`config.mk`:
```
export PLATFORM = sky130hd
export DESIGN_NAME = cpu_top
export DESIGN_NICKNAME = d
export VERILOG_FILES = /design/src/cpu_pkg.sv /design/src/shared_ram.sv /design/src/fetch_stage.sv /design/src/exec_stage.sv /design/src/uart_trace.sv /design/src/cpu_top.sv
export VERILOG_INCLUDE_DIRS = /design/src /design/src/src
export SDC_FILE = /design/constraint.sdc
export NUM_CORES = 2
export LEC_CHECK = 0
export BUFFER_PORTS_ARGS = -buffer_cell sky130_fd_sc_hd__buf_2
export CORE_MARGIN = 1.5
export CORE_UTILIZATION = 41
export CTS_CLUSTER_DIAMETER = 150
export DETAILED_ROUTE_END_ITERATION = 6
export HOLD_SLACK_MARGIN = 0.1
export PLACE_DENSITY = 0.56
export SETUP_SLACK_MARGIN = 0.2
export SYNTH_ARGS = -nofsm -noshare
export SYNTH_HDL_FRONTEND = slang
export SYNTH_HIERARCHICAL = 1
export SYNTH_MEMORY_MAX_BITS = 65536
export SYNTH_SLANG_ARGS = --single-unit
```
`constraint.sdc`:
```
create_clock -name clk -period 20.1 [get_ports clk]
set_input_delay 2.01 -clock clk [delete_from_list [all_inputs] [get_ports clk]]
set_output_delay 2.01 -clock clk [all_outputs]
set_load 0.05 [all_outputs]
```
`src/cpu_config.svh`:
```
`ifndef CPU_CONFIG_SVH
`define CPU_CONFIG_SVH

// memory geometry
`define CPU_DATA_W 16  // one word, also the register width
`define CPU_ADDR_W 8   // 256 words

// register file
`define CPU_REG_COUNT 16

// words 0..63 hold data, the program starts right after
`define CPU_PROG_START 64

// trace line, short bit time so simulation stays quick
`define CPU_CLKS_PER_BIT 4

// opcode bytes waiting for the serializer
`define CPU_TRACE_DEPTH 4

`endif

```
`src/cpu_pkg.sv`:
```
`include "cpu_config.svh"

package cpu_pkg;

  typedef logic [`CPU_DATA_W-1:0] word_t;  // memory and register word
  typedef logic [`CPU_ADDR_W-1:0] addr_t;  // word address
  typedef logic [$clog2(`CPU_REG_COUNT)-1:0] reg_idx_t;  // low nibble of word 1

  // high byte of the first instruction word
  typedef enum logic [7:0] {
    op_jmp     = 8'd1,   // word 2 is the target
    op_ram2reg = 8'd2,   // mem[word 2] -> reg
    op_reg2ram = 8'd3,   // reg -> mem[word 2]
    op_num2reg = 8'd4,   // word 2 -> reg
    op_halt    = 8'd15
  } opcode_t;

  typedef enum logic [2:0] {
    idle,
    read_first,   // word 1 from memory
    read_second,  // word 2 from memory
    offer,        // buffer full, waiting for the execute slot
    halted
  } fetch_state_t;

  typedef enum logic [1:0] {
    wait_instr,
    mem_access,  // load or store handshake
    push_trace,  // opcode byte into the trace fifo
    done
  } exec_state_t;

endpackage

```
`src/shared_ram.sv`:
```
`include "cpu_config.svh"

module shared_ram (
  input  logic           clk,
  input  logic           exec,
  input  logic           host_req,
  input  logic           host_we,
  input  cpu_pkg::addr_t host_addr,
  input  cpu_pkg::word_t host_wdata,
  output cpu_pkg::word_t host_rdata,
  output logic           host_ack,
  input  logic           fetch_req,
  input  cpu_pkg::addr_t fetch_addr,
  output cpu_pkg::word_t fetch_rdata,
  output logic           fetch_ack,
  input  logic           mem_req,
  input  logic           mem_we,
  input  cpu_pkg::addr_t mem_addr,
  input  cpu_pkg::word_t mem_wdata,
  output cpu_pkg::word_t mem_rdata,
  output logic           mem_ack
);
  import cpu_pkg::*;

  localparam int unsigned depth = 1 << `CPU_ADDR_W;
  localparam int host_i  = 0;  // bit positions in grant and ack, host wins first
  localparam int mem_i   = 1;
  localparam int fetch_i = 2;

  word_t      ram [depth];
  word_t      rdata_q;   // shared by all three, ack tells who owns it
  logic [2:0] req_vec;
  logic [2:0] pick;      // next winner
  logic [2:0] grant;     // one-hot, zero when free
  logic [2:0] ack_q;
  logic       access;    // granted, not yet served
  logic       sel_req;
  logic       sel_we;
  addr_t      sel_addr;
  word_t      sel_wdata;

  assign req_vec = {fetch_req, mem_req, host_req};
  assign access  = (grant != '0) && (ack_q == '0);
  assign sel_req = |(req_vec & grant);

  always_comb begin
    pick = '0;
    if (host_req) pick[host_i] = 1'b1;
    else if (mem_req) pick[mem_i] = 1'b1;
    else if (fetch_req) pick[fetch_i] = 1'b1;
  end

  // fetch only reads, so it is the fallback
  always_comb begin
    sel_we    = 1'b0;
    sel_addr  = fetch_addr;
    sel_wdata = mem_wdata;
    if (grant[host_i]) begin
      sel_we    = host_we;
      sel_addr  = host_addr;
      sel_wdata = host_wdata;
    end else if (grant[mem_i]) begin
      sel_we    = mem_we;
      sel_addr  = mem_addr;
    end
  end

  always_ff @(posedge clk or posedge exec) begin
    if (exec) begin
      grant <= '0;
      ack_q <= '0;
    end else if (grant == '0) begin
      grant <= pick;              // arbitrate
    end else if (ack_q == '0) begin
      ack_q <= grant;             // access done this edge
    end else if (!sel_req) begin
      ack_q <= '0;                // phase 4, free again next cycle
      grant <= '0;
    end
  end

  always_ff @(posedge clk) begin
    if (access) begin
      if (sel_we) ram[sel_addr] <= sel_wdata;
      rdata_q <= ram[sel_addr];   // old contents on a write
    end
  end

  assign host_rdata  = rdata_q;
  assign fetch_rdata = rdata_q;
  assign mem_rdata   = rdata_q;
  assign host_ack    = ack_q[host_i];
  assign mem_ack     = ack_q[mem_i];
  assign fetch_ack   = ack_q[fetch_i];

  // one requester served at a time across host, fetch and execute
  a_one_ack: assert property (@(posedge clk) disable iff (exec)
    $onehot0({host_ack, mem_ack, fetch_ack}));

endmodule

```
`src/fetch_stage.sv`:
```
`include "cpu_config.svh"

module fetch_stage (
  input  logic           clk,
  input  logic           exec,
  input  logic           run,
  output logic           fetch_req,
  output cpu_pkg::addr_t fetch_addr,
  input  cpu_pkg::word_t fetch_rdata,
  input  logic           fetch_ack,
  output logic           instr_req,
  output cpu_pkg::addr_t instr_pc,
  output cpu_pkg::word_t instr_word1,
  output cpu_pkg::word_t instr_word2,
  input  logic           instr_ack,
  input  logic           jump_taken,
  input  cpu_pkg::addr_t jump_target
);
  import cpu_pkg::*;

  fetch_state_t state;
  addr_t        pc;          // next word to read
  addr_t        buf_pc;      // prefetch buffer
  word_t        buf_word1;
  word_t        buf_word2;
  logic         stale;       // read in flight belongs to a flushed path
  logic         redirect;    // jump acked this cycle
  logic         slot_free;
  logic         mem_idle;
  logic         mem_done;
  logic         issue_read;
  logic         load_slot;

  assign redirect   = instr_req && instr_ack && jump_taken;
  assign slot_free  = !instr_req && !instr_ack;  // previous handshake fully closed
  assign mem_idle   = !fetch_req && !fetch_ack;
  assign mem_done   = fetch_req && fetch_ack;
  assign issue_read = (state == read_first || state == read_second) && mem_idle && !redirect;
  assign load_slot  = (state == offer) && slot_free;

  always_ff @(posedge clk or posedge exec) begin
    if (exec) begin
      state     <= idle;
      pc        <= addr_t'(`CPU_PROG_START);
      fetch_req <= 1'b0;
      instr_req <= 1'b0;
      stale     <= 1'b0;
    end else begin
      if (instr_req && instr_ack) instr_req <= 1'b0;  // phase 3
      if (mem_done) fetch_req <= 1'b0;
      if (issue_read) fetch_req <= 1'b1;
      case (state)
        idle: if (run) state <= read_first;
        read_first, read_second: begin
          if (mem_done) begin
            if (stale || redirect) begin
              state <= read_first;  // drop the word as pc already points at the target
              stale <= 1'b0;
            end else begin
              pc    <= pc + 1'b1;
              state <= (state == read_first) ? read_second : offer;
            end
          end
          if (redirect) begin
            pc    <= jump_target;
            state <= read_first;
            stale <= fetch_req && !fetch_ack;  // still waiting on memory
          end
        end
        offer: begin
          if (redirect) begin
            pc    <= jump_target;  // flush buffer
            state <= read_first;
          end else if (load_slot) begin
            instr_req <= 1'b1;
            // nothing after a halt gets executed
            state <= (opcode_t'(buf_word1[15:8]) == op_halt) ? halted : read_first;
          end
        end
        halted: state <= halted;  // until reset
        default: state <= idle;
      endcase
    end
  end

  always_ff @(posedge clk) begin
    if (issue_read) fetch_addr <= pc;  // held while req is up
    if (mem_done && state == read_first) begin
      buf_word1 <= fetch_rdata;
      buf_pc    <= fetch_addr;
    end
    if (mem_done && state == read_second) buf_word2 <= fetch_rdata;
    if (load_slot) begin
      instr_pc    <= buf_pc;
      instr_word1 <= buf_word1;
      instr_word2 <= buf_word2;
    end
  end

  // execute answers only while the offer is still up
  a_ack_needs_req: assert property (@(posedge clk) disable iff (exec)
    $rose(instr_ack) |-> instr_req);

  // a jump is reported only together with its ack
  a_jump_with_ack: assert property (@(posedge clk) disable iff (exec)
    jump_taken |-> instr_ack);

endmodule

```
`src/exec_stage.sv`:
```
`include "cpu_config.svh"

module exec_stage (
  input  logic             clk,
  input  logic             exec,
  input  logic             instr_req,
  input  cpu_pkg::word_t   instr_word1,
  input  cpu_pkg::word_t   instr_word2,
  output logic             instr_ack,
  output logic             jump_taken,
  output cpu_pkg::addr_t   jump_target,
  output logic             mem_req,
  output logic             mem_we,
  output cpu_pkg::addr_t   mem_addr,
  output cpu_pkg::word_t   mem_wdata,
  input  cpu_pkg::word_t   mem_rdata,
  input  logic             mem_ack,
  output logic             trace_push,
  output cpu_pkg::opcode_t trace_byte,
  input  logic             trace_full
  ,
  output logic             halted
);
  import cpu_pkg::*;

  exec_state_t state;
  word_t       regs [`CPU_REG_COUNT];
  opcode_t     opcode;
  reg_idx_t    rd;
  logic        start;     // new instruction accepted
  logic        accepted;  // trace byte taken by the fifo

  // fetch holds both words until we ack, no local copy needed
  assign opcode     = opcode_t'(instr_word1[15:8]);
  assign rd         = instr_word1[$bits(reg_idx_t)-1:0];
  assign start      = (state == wait_instr) && instr_req && !instr_ack;
  assign trace_byte = opcode;                   // unknown opcodes traced as is
  assign trace_push = (state == push_trace);
  assign accepted   = trace_push && !trace_full;

  always_ff @(posedge clk or posedge exec) begin
    if (exec) begin
      state      <= wait_instr;
      instr_ack  <= 1'b0;
      jump_taken <= 1'b0;
      mem_req    <= 1'b0;
      mem_we     <= 1'b0;
      halted     <= 1'b0;
      for (int i = 0; i < `CPU_REG_COUNT; i++) begin
        regs[i] <= '0;
      end
    end else begin
      case (state)
        wait_instr: begin
          if (instr_ack && !instr_req) begin
            instr_ack  <= 1'b0;  // phase 4
            jump_taken <= 1'b0;
          end else if (start) begin
            case (opcode)
              op_ram2reg, op_reg2ram: begin
                mem_req <= 1'b1;
                mem_we  <= (opcode == op_reg2ram);
                state   <= mem_access;
              end
              op_num2reg: begin
                regs[rd] <= instr_word2;
                state    <= push_trace;
              end
              default: state <= push_trace;  // jmp, halt, no-ops
            endcase
          end
        end
        mem_access: begin
          if (mem_req && mem_ack) begin
            mem_req <= 1'b0;
            mem_we  <= 1'b0;
            if (!mem_we) regs[rd] <= mem_rdata;  // load result
          end else if (!mem_req && !mem_ack) begin
            state <= push_trace;  // ram has closed the handshake
          end
        end
        push_trace: begin
          // full fifo stalls here, so fetch sees no ack
          if (accepted) begin
            instr_ack  <= 1'b1;
            jump_taken <= (opcode == op_jmp);
            state      <= (opcode == op_halt) ? done : wait_instr;
          end
        end
        done: begin
          halted <= 1'b1;  // one cycle after the halt ack
          if (instr_ack && !instr_req) instr_ack <= 1'b0;
        end
        default: state <= wait_instr;
      endcase
    end
  end

  always_ff @(posedge clk) begin
    if (start) begin
      mem_addr  <= addr_t'(instr_word2);  // low byte addresses the ram
      mem_wdata <= regs[rd];
    end
    if (accepted) jump_target <= addr_t'(instr_word2);
  end

endmodule

```
`src/uart_trace.sv`:
```
`include "cpu_config.svh"

module uart_trace (
  input  logic             clk,
  input  logic             exec,
  input  logic             trace_push,
  input  cpu_pkg::opcode_t trace_byte,
  output logic             trace_full,
  output logic             tx
);
  import cpu_pkg::*;

  localparam int depth = `CPU_TRACE_DEPTH;
  localparam int ptr_w = (depth > 1) ? $clog2(depth) : 1;
  localparam int cnt_w = $clog2(depth + 1);
  localparam int tick_w = (`CPU_CLKS_PER_BIT > 1) ? $clog2(`CPU_CLKS_PER_BIT) : 1;

  opcode_t           fifo [depth];
  logic [ptr_w-1:0]  wr_ptr;
  logic [ptr_w-1:0]  rd_ptr;
  logic [cnt_w-1:0]  count;
  logic              do_push;
  logic              do_pop;
  logic              busy;       // a frame is on the line
  logic [8:0]        shifter;    // data lsb first, then stop bit
  logic [3:0]        bits_left;  // bits still to send after the current one
  logic [tick_w-1:0] tick;       // clocks left in the current bit
  logic              bit_end;
  logic              shift_out;

  assign trace_full = (count == cnt_w'(depth));
  assign do_push    = trace_push && !trace_full;
  assign do_pop     = !busy && (count != '0);
  assign bit_end    = busy && (tick == '0);
  assign shift_out  = bit_end && (bits_left != '0);

  always_ff @(posedge clk) begin
    if (do_push) fifo[wr_ptr] <= trace_byte;
  end

  always_ff @(posedge clk or posedge exec) begin
    if (exec) begin
      wr_ptr    <= '0;
      rd_ptr    <= '0;
      count     <= '0;
      busy      <= 1'b0;
      tx        <= 1'b1;  // idle line is high
      bits_left <= '0;
      tick      <= '0;
    end else begin
      if (do_push) wr_ptr <= (wr_ptr == ptr_w'(depth - 1)) ? '0 : wr_ptr + 1'b1;
      if (do_pop) rd_ptr <= (rd_ptr == ptr_w'(depth - 1)) ? '0 : rd_ptr + 1'b1;
      case ({do_push, do_pop})
        2'b10:   count <= count + 1'b1;
        2'b01:   count <= count - 1'b1;
        default: count <= count;
      endcase
      if (do_pop) begin
        busy      <= 1'b1;
        tx        <= 1'b0;   // start bit
        bits_left <= 4'd9;   // 8 data + stop
        tick      <= tick_w'(`CPU_CLKS_PER_BIT - 1);
      end else if (shift_out) begin
        tx        <= shifter[0];
        bits_left <= bits_left - 1'b1;
        tick      <= tick_w'(`CPU_CLKS_PER_BIT - 1);
      end else if (bit_end) begin
        busy <= 1'b0;        // stop bit done, line stays high
      end else if (busy) begin
        tick <= tick - 1'b1;
      end
    end
  end

  always_ff @(posedge clk) begin
    if (do_pop) shifter <= {1'b1, fifo[rd_ptr]};
    else if (shift_out) shifter <= {1'b1, shifter[8:1]};
  end

  // a byte refused while full stays offered until taken
  a_hold_when_full: assert property (@(posedge clk) disable iff (exec)
    trace_push && trace_full |=> trace_push && $stable(trace_byte));

endmodule

```
`src/cpu_top.sv`:
```
module cpu_top (
  input  logic           clk,
  input  logic           exec,
  input  logic           run,
  input  logic           host_req,
  input  logic           host_we,
  input  cpu_pkg::addr_t host_addr,
  input  cpu_pkg::word_t host_wdata,
  output cpu_pkg::word_t host_rdata,
  output logic           host_ack,
  output logic           halted,
  output logic           tx
);
  import cpu_pkg::*;

  // fetch <-> ram
  logic    fetch_req;
  logic    fetch_ack;
  addr_t   fetch_addr;
  word_t   fetch_rdata;
  // execute <-> ram
  logic    mem_req;
  logic    mem_we;
  logic    mem_ack;
  addr_t   mem_addr;
  word_t   mem_wdata;
  word_t   mem_rdata;
  // fetch -> execute
  logic    instr_req;
  logic    instr_ack;
  logic    jump_taken;
  addr_t   jump_target;
  word_t   instr_word1;
  word_t   instr_word2;
  // execute -> trace
  logic    trace_push;
  logic    trace_full;
  opcode_t trace_byte;

  shared_ram u_ram (
    .clk         (clk),
    .exec        (exec),
    .host_req    (host_req),
    .host_we     (host_we),
    .host_addr   (host_addr),
    .host_wdata  (host_wdata),
    .host_rdata  (host_rdata),
    .host_ack    (host_ack),
    .fetch_req   (fetch_req),
    .fetch_addr  (fetch_addr),
    .fetch_rdata (fetch_rdata),
    .fetch_ack   (fetch_ack),
    .mem_req     (mem_req),
    .mem_we      (mem_we),
    .mem_addr    (mem_addr),
    .mem_wdata   (mem_wdata),
    .mem_rdata   (mem_rdata),
    .mem_ack     (mem_ack)
  );

  fetch_stage u_fetch (
    .clk         (clk),
    .exec        (exec),
    .run         (run),
    .fetch_req   (fetch_req),
    .fetch_addr  (fetch_addr),
    .fetch_rdata (fetch_rdata),
    .fetch_ack   (fetch_ack),
    .instr_req   (instr_req),
    .instr_pc    (),
    .instr_word1 (instr_word1),
    .instr_word2 (instr_word2),
    .instr_ack   (instr_ack),
    .jump_taken  (jump_taken),
    .jump_target (jump_target)
  );

  exec_stage u_exec (
    .clk         (clk),
    .exec        (exec),
    .instr_req   (instr_req),
    .instr_word1 (instr_word1),
    .instr_word2 (instr_word2),
    .instr_ack   (instr_ack),
    .jump_taken  (jump_taken),
    .jump_target (jump_target),
    .mem_req     (mem_req),
    .mem_we      (mem_we),
    .mem_addr    (mem_addr),
    .mem_wdata   (mem_wdata),
    .mem_rdata   (mem_rdata),
    .mem_ack     (mem_ack),
    .trace_push  (trace_push),
    .trace_byte  (trace_byte),
    .trace_full  (trace_full),
    .halted      (halted)
  );

  uart_trace u_trace (
    .clk        (clk),
    .exec       (exec),
    .trace_push (trace_push),
    .trace_byte (trace_byte),
    .trace_full (trace_full),
    .tx         (tx)
  );

endmodule

```
==> results.yml <==
clock_tree:
  h-tree-depth: 5
  cts_resized: 0
  cts_setup_buffers: 0
  postCtsHoldBufs: 0
  clock_path_buffers: 4
  cts_sinks: 4546
  cts_tree: "done"
  cts_root_buffer: "clkbuf_16"
  clkLatencyLatePin_ps: 1040
  cts_made_buffers: 461
  cts.clk_slew.worst_paths_ps: 70
critical_path:
  path_cells: "buf_2 -> nand2b_1 -> o21a_4 -> buf_4 -> buf_4 -> buf_4 -> buf_12 -> a21oi_1 -> a221oi_1 -> nor3_1 -> o32ai_1 -> nor2_1 -> o22a_1 -> nand3_1"
  worst_path_largest_cell_delay_ps: 860
  critical_path_class: "in2reg"
  worstPathArrival_ps: 8280
  crit_path_end_kind: "register"
  crit_fanout: 192
  r2r-end: "u_ram/fetch_rdata[13]"
  path_depth: 14
  r2r-start: "u_ram/grant[1]"
  crit_required_ps: 20960
  cp_common_cell: "buf_4"
  worstRegToRegCells: 15
  critPathSlowestCell: "buf_4"
  startpoint: "host_addr[0]"
  crit_buf_inv: 5
  endpoint: "u_ram/fetch_rdata[13]"
  crit_family: "buffers and inverters"
  cp-start-kind: "input pin"
  rrSetupSlack_ps: 12820
finish:
  layout_common_cells: "edfxtp_1, nand2_1, a21oi_1, a221oi_1, clkbuf_16"
  fill_cells: 37700
  area_growth_pct: 11.7
  multi_input_area_mm2: 0.0409
  regArea_mm2: 0.135
  final_common_cell: "edfxtp_1"
  layout-drive-gt1-share_pct: 12.4
  final_util_pct: 46.0
  nets: 12300
timing:
  worst_pin_slew_ps: 1300
  post-route-period-util_pct: 36.9
  setup_viol: 0
  hold_violations: 0
  slew_headroom_pct: 13.2
  slew_viol_final: 0
  fin_crit_ps: 7410
  rsz0062_at_grt: "false"
  skew_ps: 63.6
  whs_ps: 408
  max_freq_mhz: 135
  setup_tns_ps: 0
min_path:
  min_path_type: "reg2reg"
  hold_depth: 0
route:
  remaining_drc_errors: 0
  via_per_inst: 6.07
  vias: 112000
  antenna_left: 0
  detail_route.wl_per_cell_um: 29.2
  firstDrtPassIters: 6
  finalWirelength_mm: 538
  drtIter0Drc: 14300
placed_design:
  gp_congestion: 0.836
  portBuffers: 47
  hpwlAfterDp_mm: 299
synth:
  ys_warn_count: 6
  netlist_area_mm2: 0.180
  synth_nets: 12400
  syn_avg_cell_area_um2: 14.6
  syn-instance-count: 12400
die:
  initial_core_util_pct: 41.2
  ios: 48
  die_w_um: 666
  die_y_um: 666
  design.core.area_mm2: 0.438
  die_area_mm2: 0.444
  rows: 243
global_route:
  grt_overflow: 0
  grt_max_degree: 225
  grt_first_pass_wirelength_mm: 771
  use_met2_pct: 37.0
  antenna_found_initial: 28
  grt-busiest-layer: "met2"
  use_met1_pct: 33.0
  track_usage_pct: 23.6
  grt_use_met3_pct: 4.45
  first_global_vias: 108000
job:
  maxCapViolCount: 0
pwr:
  p_total_mw: 31.8
  p_leak_nw: 66.5
  p_per_area_mw_per_mm2: 158
  ir_drop_mv: 0.132
outcome:
  outcome: "finished, final reports clean"
==> per-layer routing <==
layer | up-vias | part of all wire [%]
li1 | 47700 | -
met1 | 57800 | 41
met2 | 5579 | 46
met3 | 951 | 9.5
met4 | 12 | 3.8
met5 | - | 0.016
==> worst register-to-register path, stage by stage (launching register included) <==
cell      delay, ps
dfrtp_1         320
buf_4           260
mux2_4          370
o21ai_4         660
buf_4           540
buf_4           690
buf_4           700
buf_4           680
buf_12          790
nand2_1         330
a221oi_1        360
nor3_1           80
o32ai_1         670
nor2_1          180
o22a_1          360
nand3_1         140
==> cell type report <==
type                    instances  area share [%]
clock buffers                 575            6.03
multi-input cells            6813            20.3
repair buffers                456            1.75
clock inverters               271            1.18
diodes                          6         0.00746
inverters                      24          0.0485
well taps                    5757            3.58
flip-flops and latches       4546            67.1
==> worst min-delay path by stage <==
stage,slack (ps),to,from
2_1_floorplan,400,u_fetch/instr_word1[0],u_fetch/buf_word1[0]
3_3_place_gp,400,u_fetch/instr_word2[8],u_fetch/buf_word2[8]
3_5_place_dp,400,u_fetch/instr_word2[13],u_fetch/buf_word2[13]
4_1_cts,400,u_fetch/instr_word2[9],u_fetch/buf_word2[9]
5_1_grt,400,u_fetch/instr_word2[9],u_fetch/buf_word2[9]
6_report,410,u_fetch/instr_word2[9],u_fetch/buf_word2[9]
==> where the power goes <==
| part | switching [mW] | leakage (nW) | internal, mW |
|---|---|---|---|
| combinational | 8.42 | 17.3 | 3.15 |
| clock | 3.65 | 7.05 | 4.62 |
| sequential | 0.321 | 42.1 | 11.6 |
==> per-stage QoR <==
stage	std cells	instance area (µm²)	worst slack [ps]
4_1_cts	18400	201000	12940
5_1_grt	18400	201000	12470
3_5_place_dp	17600	187000	11860
3_3_place_gp	17600	187000	11910
6_report	18400	201000	12690
2_1_floorplan	12400	180000	10850
==> flip-flops by register name (all words and copies together), names as in the netlist, 12 cells and up <==
register / flops
u_exec/mem_wdata: 16
u_exec/regs: 256
u_fetch/buf_word1: 12
u_fetch/buf_word2: 16
u_fetch/instr_word1: 12
u_fetch/instr_word2: 16
u_ram/fetch_rdata: 16
u_ram/ram: 4096
u_trace/fifo: 32
Power figures use the tool's default switching activity.
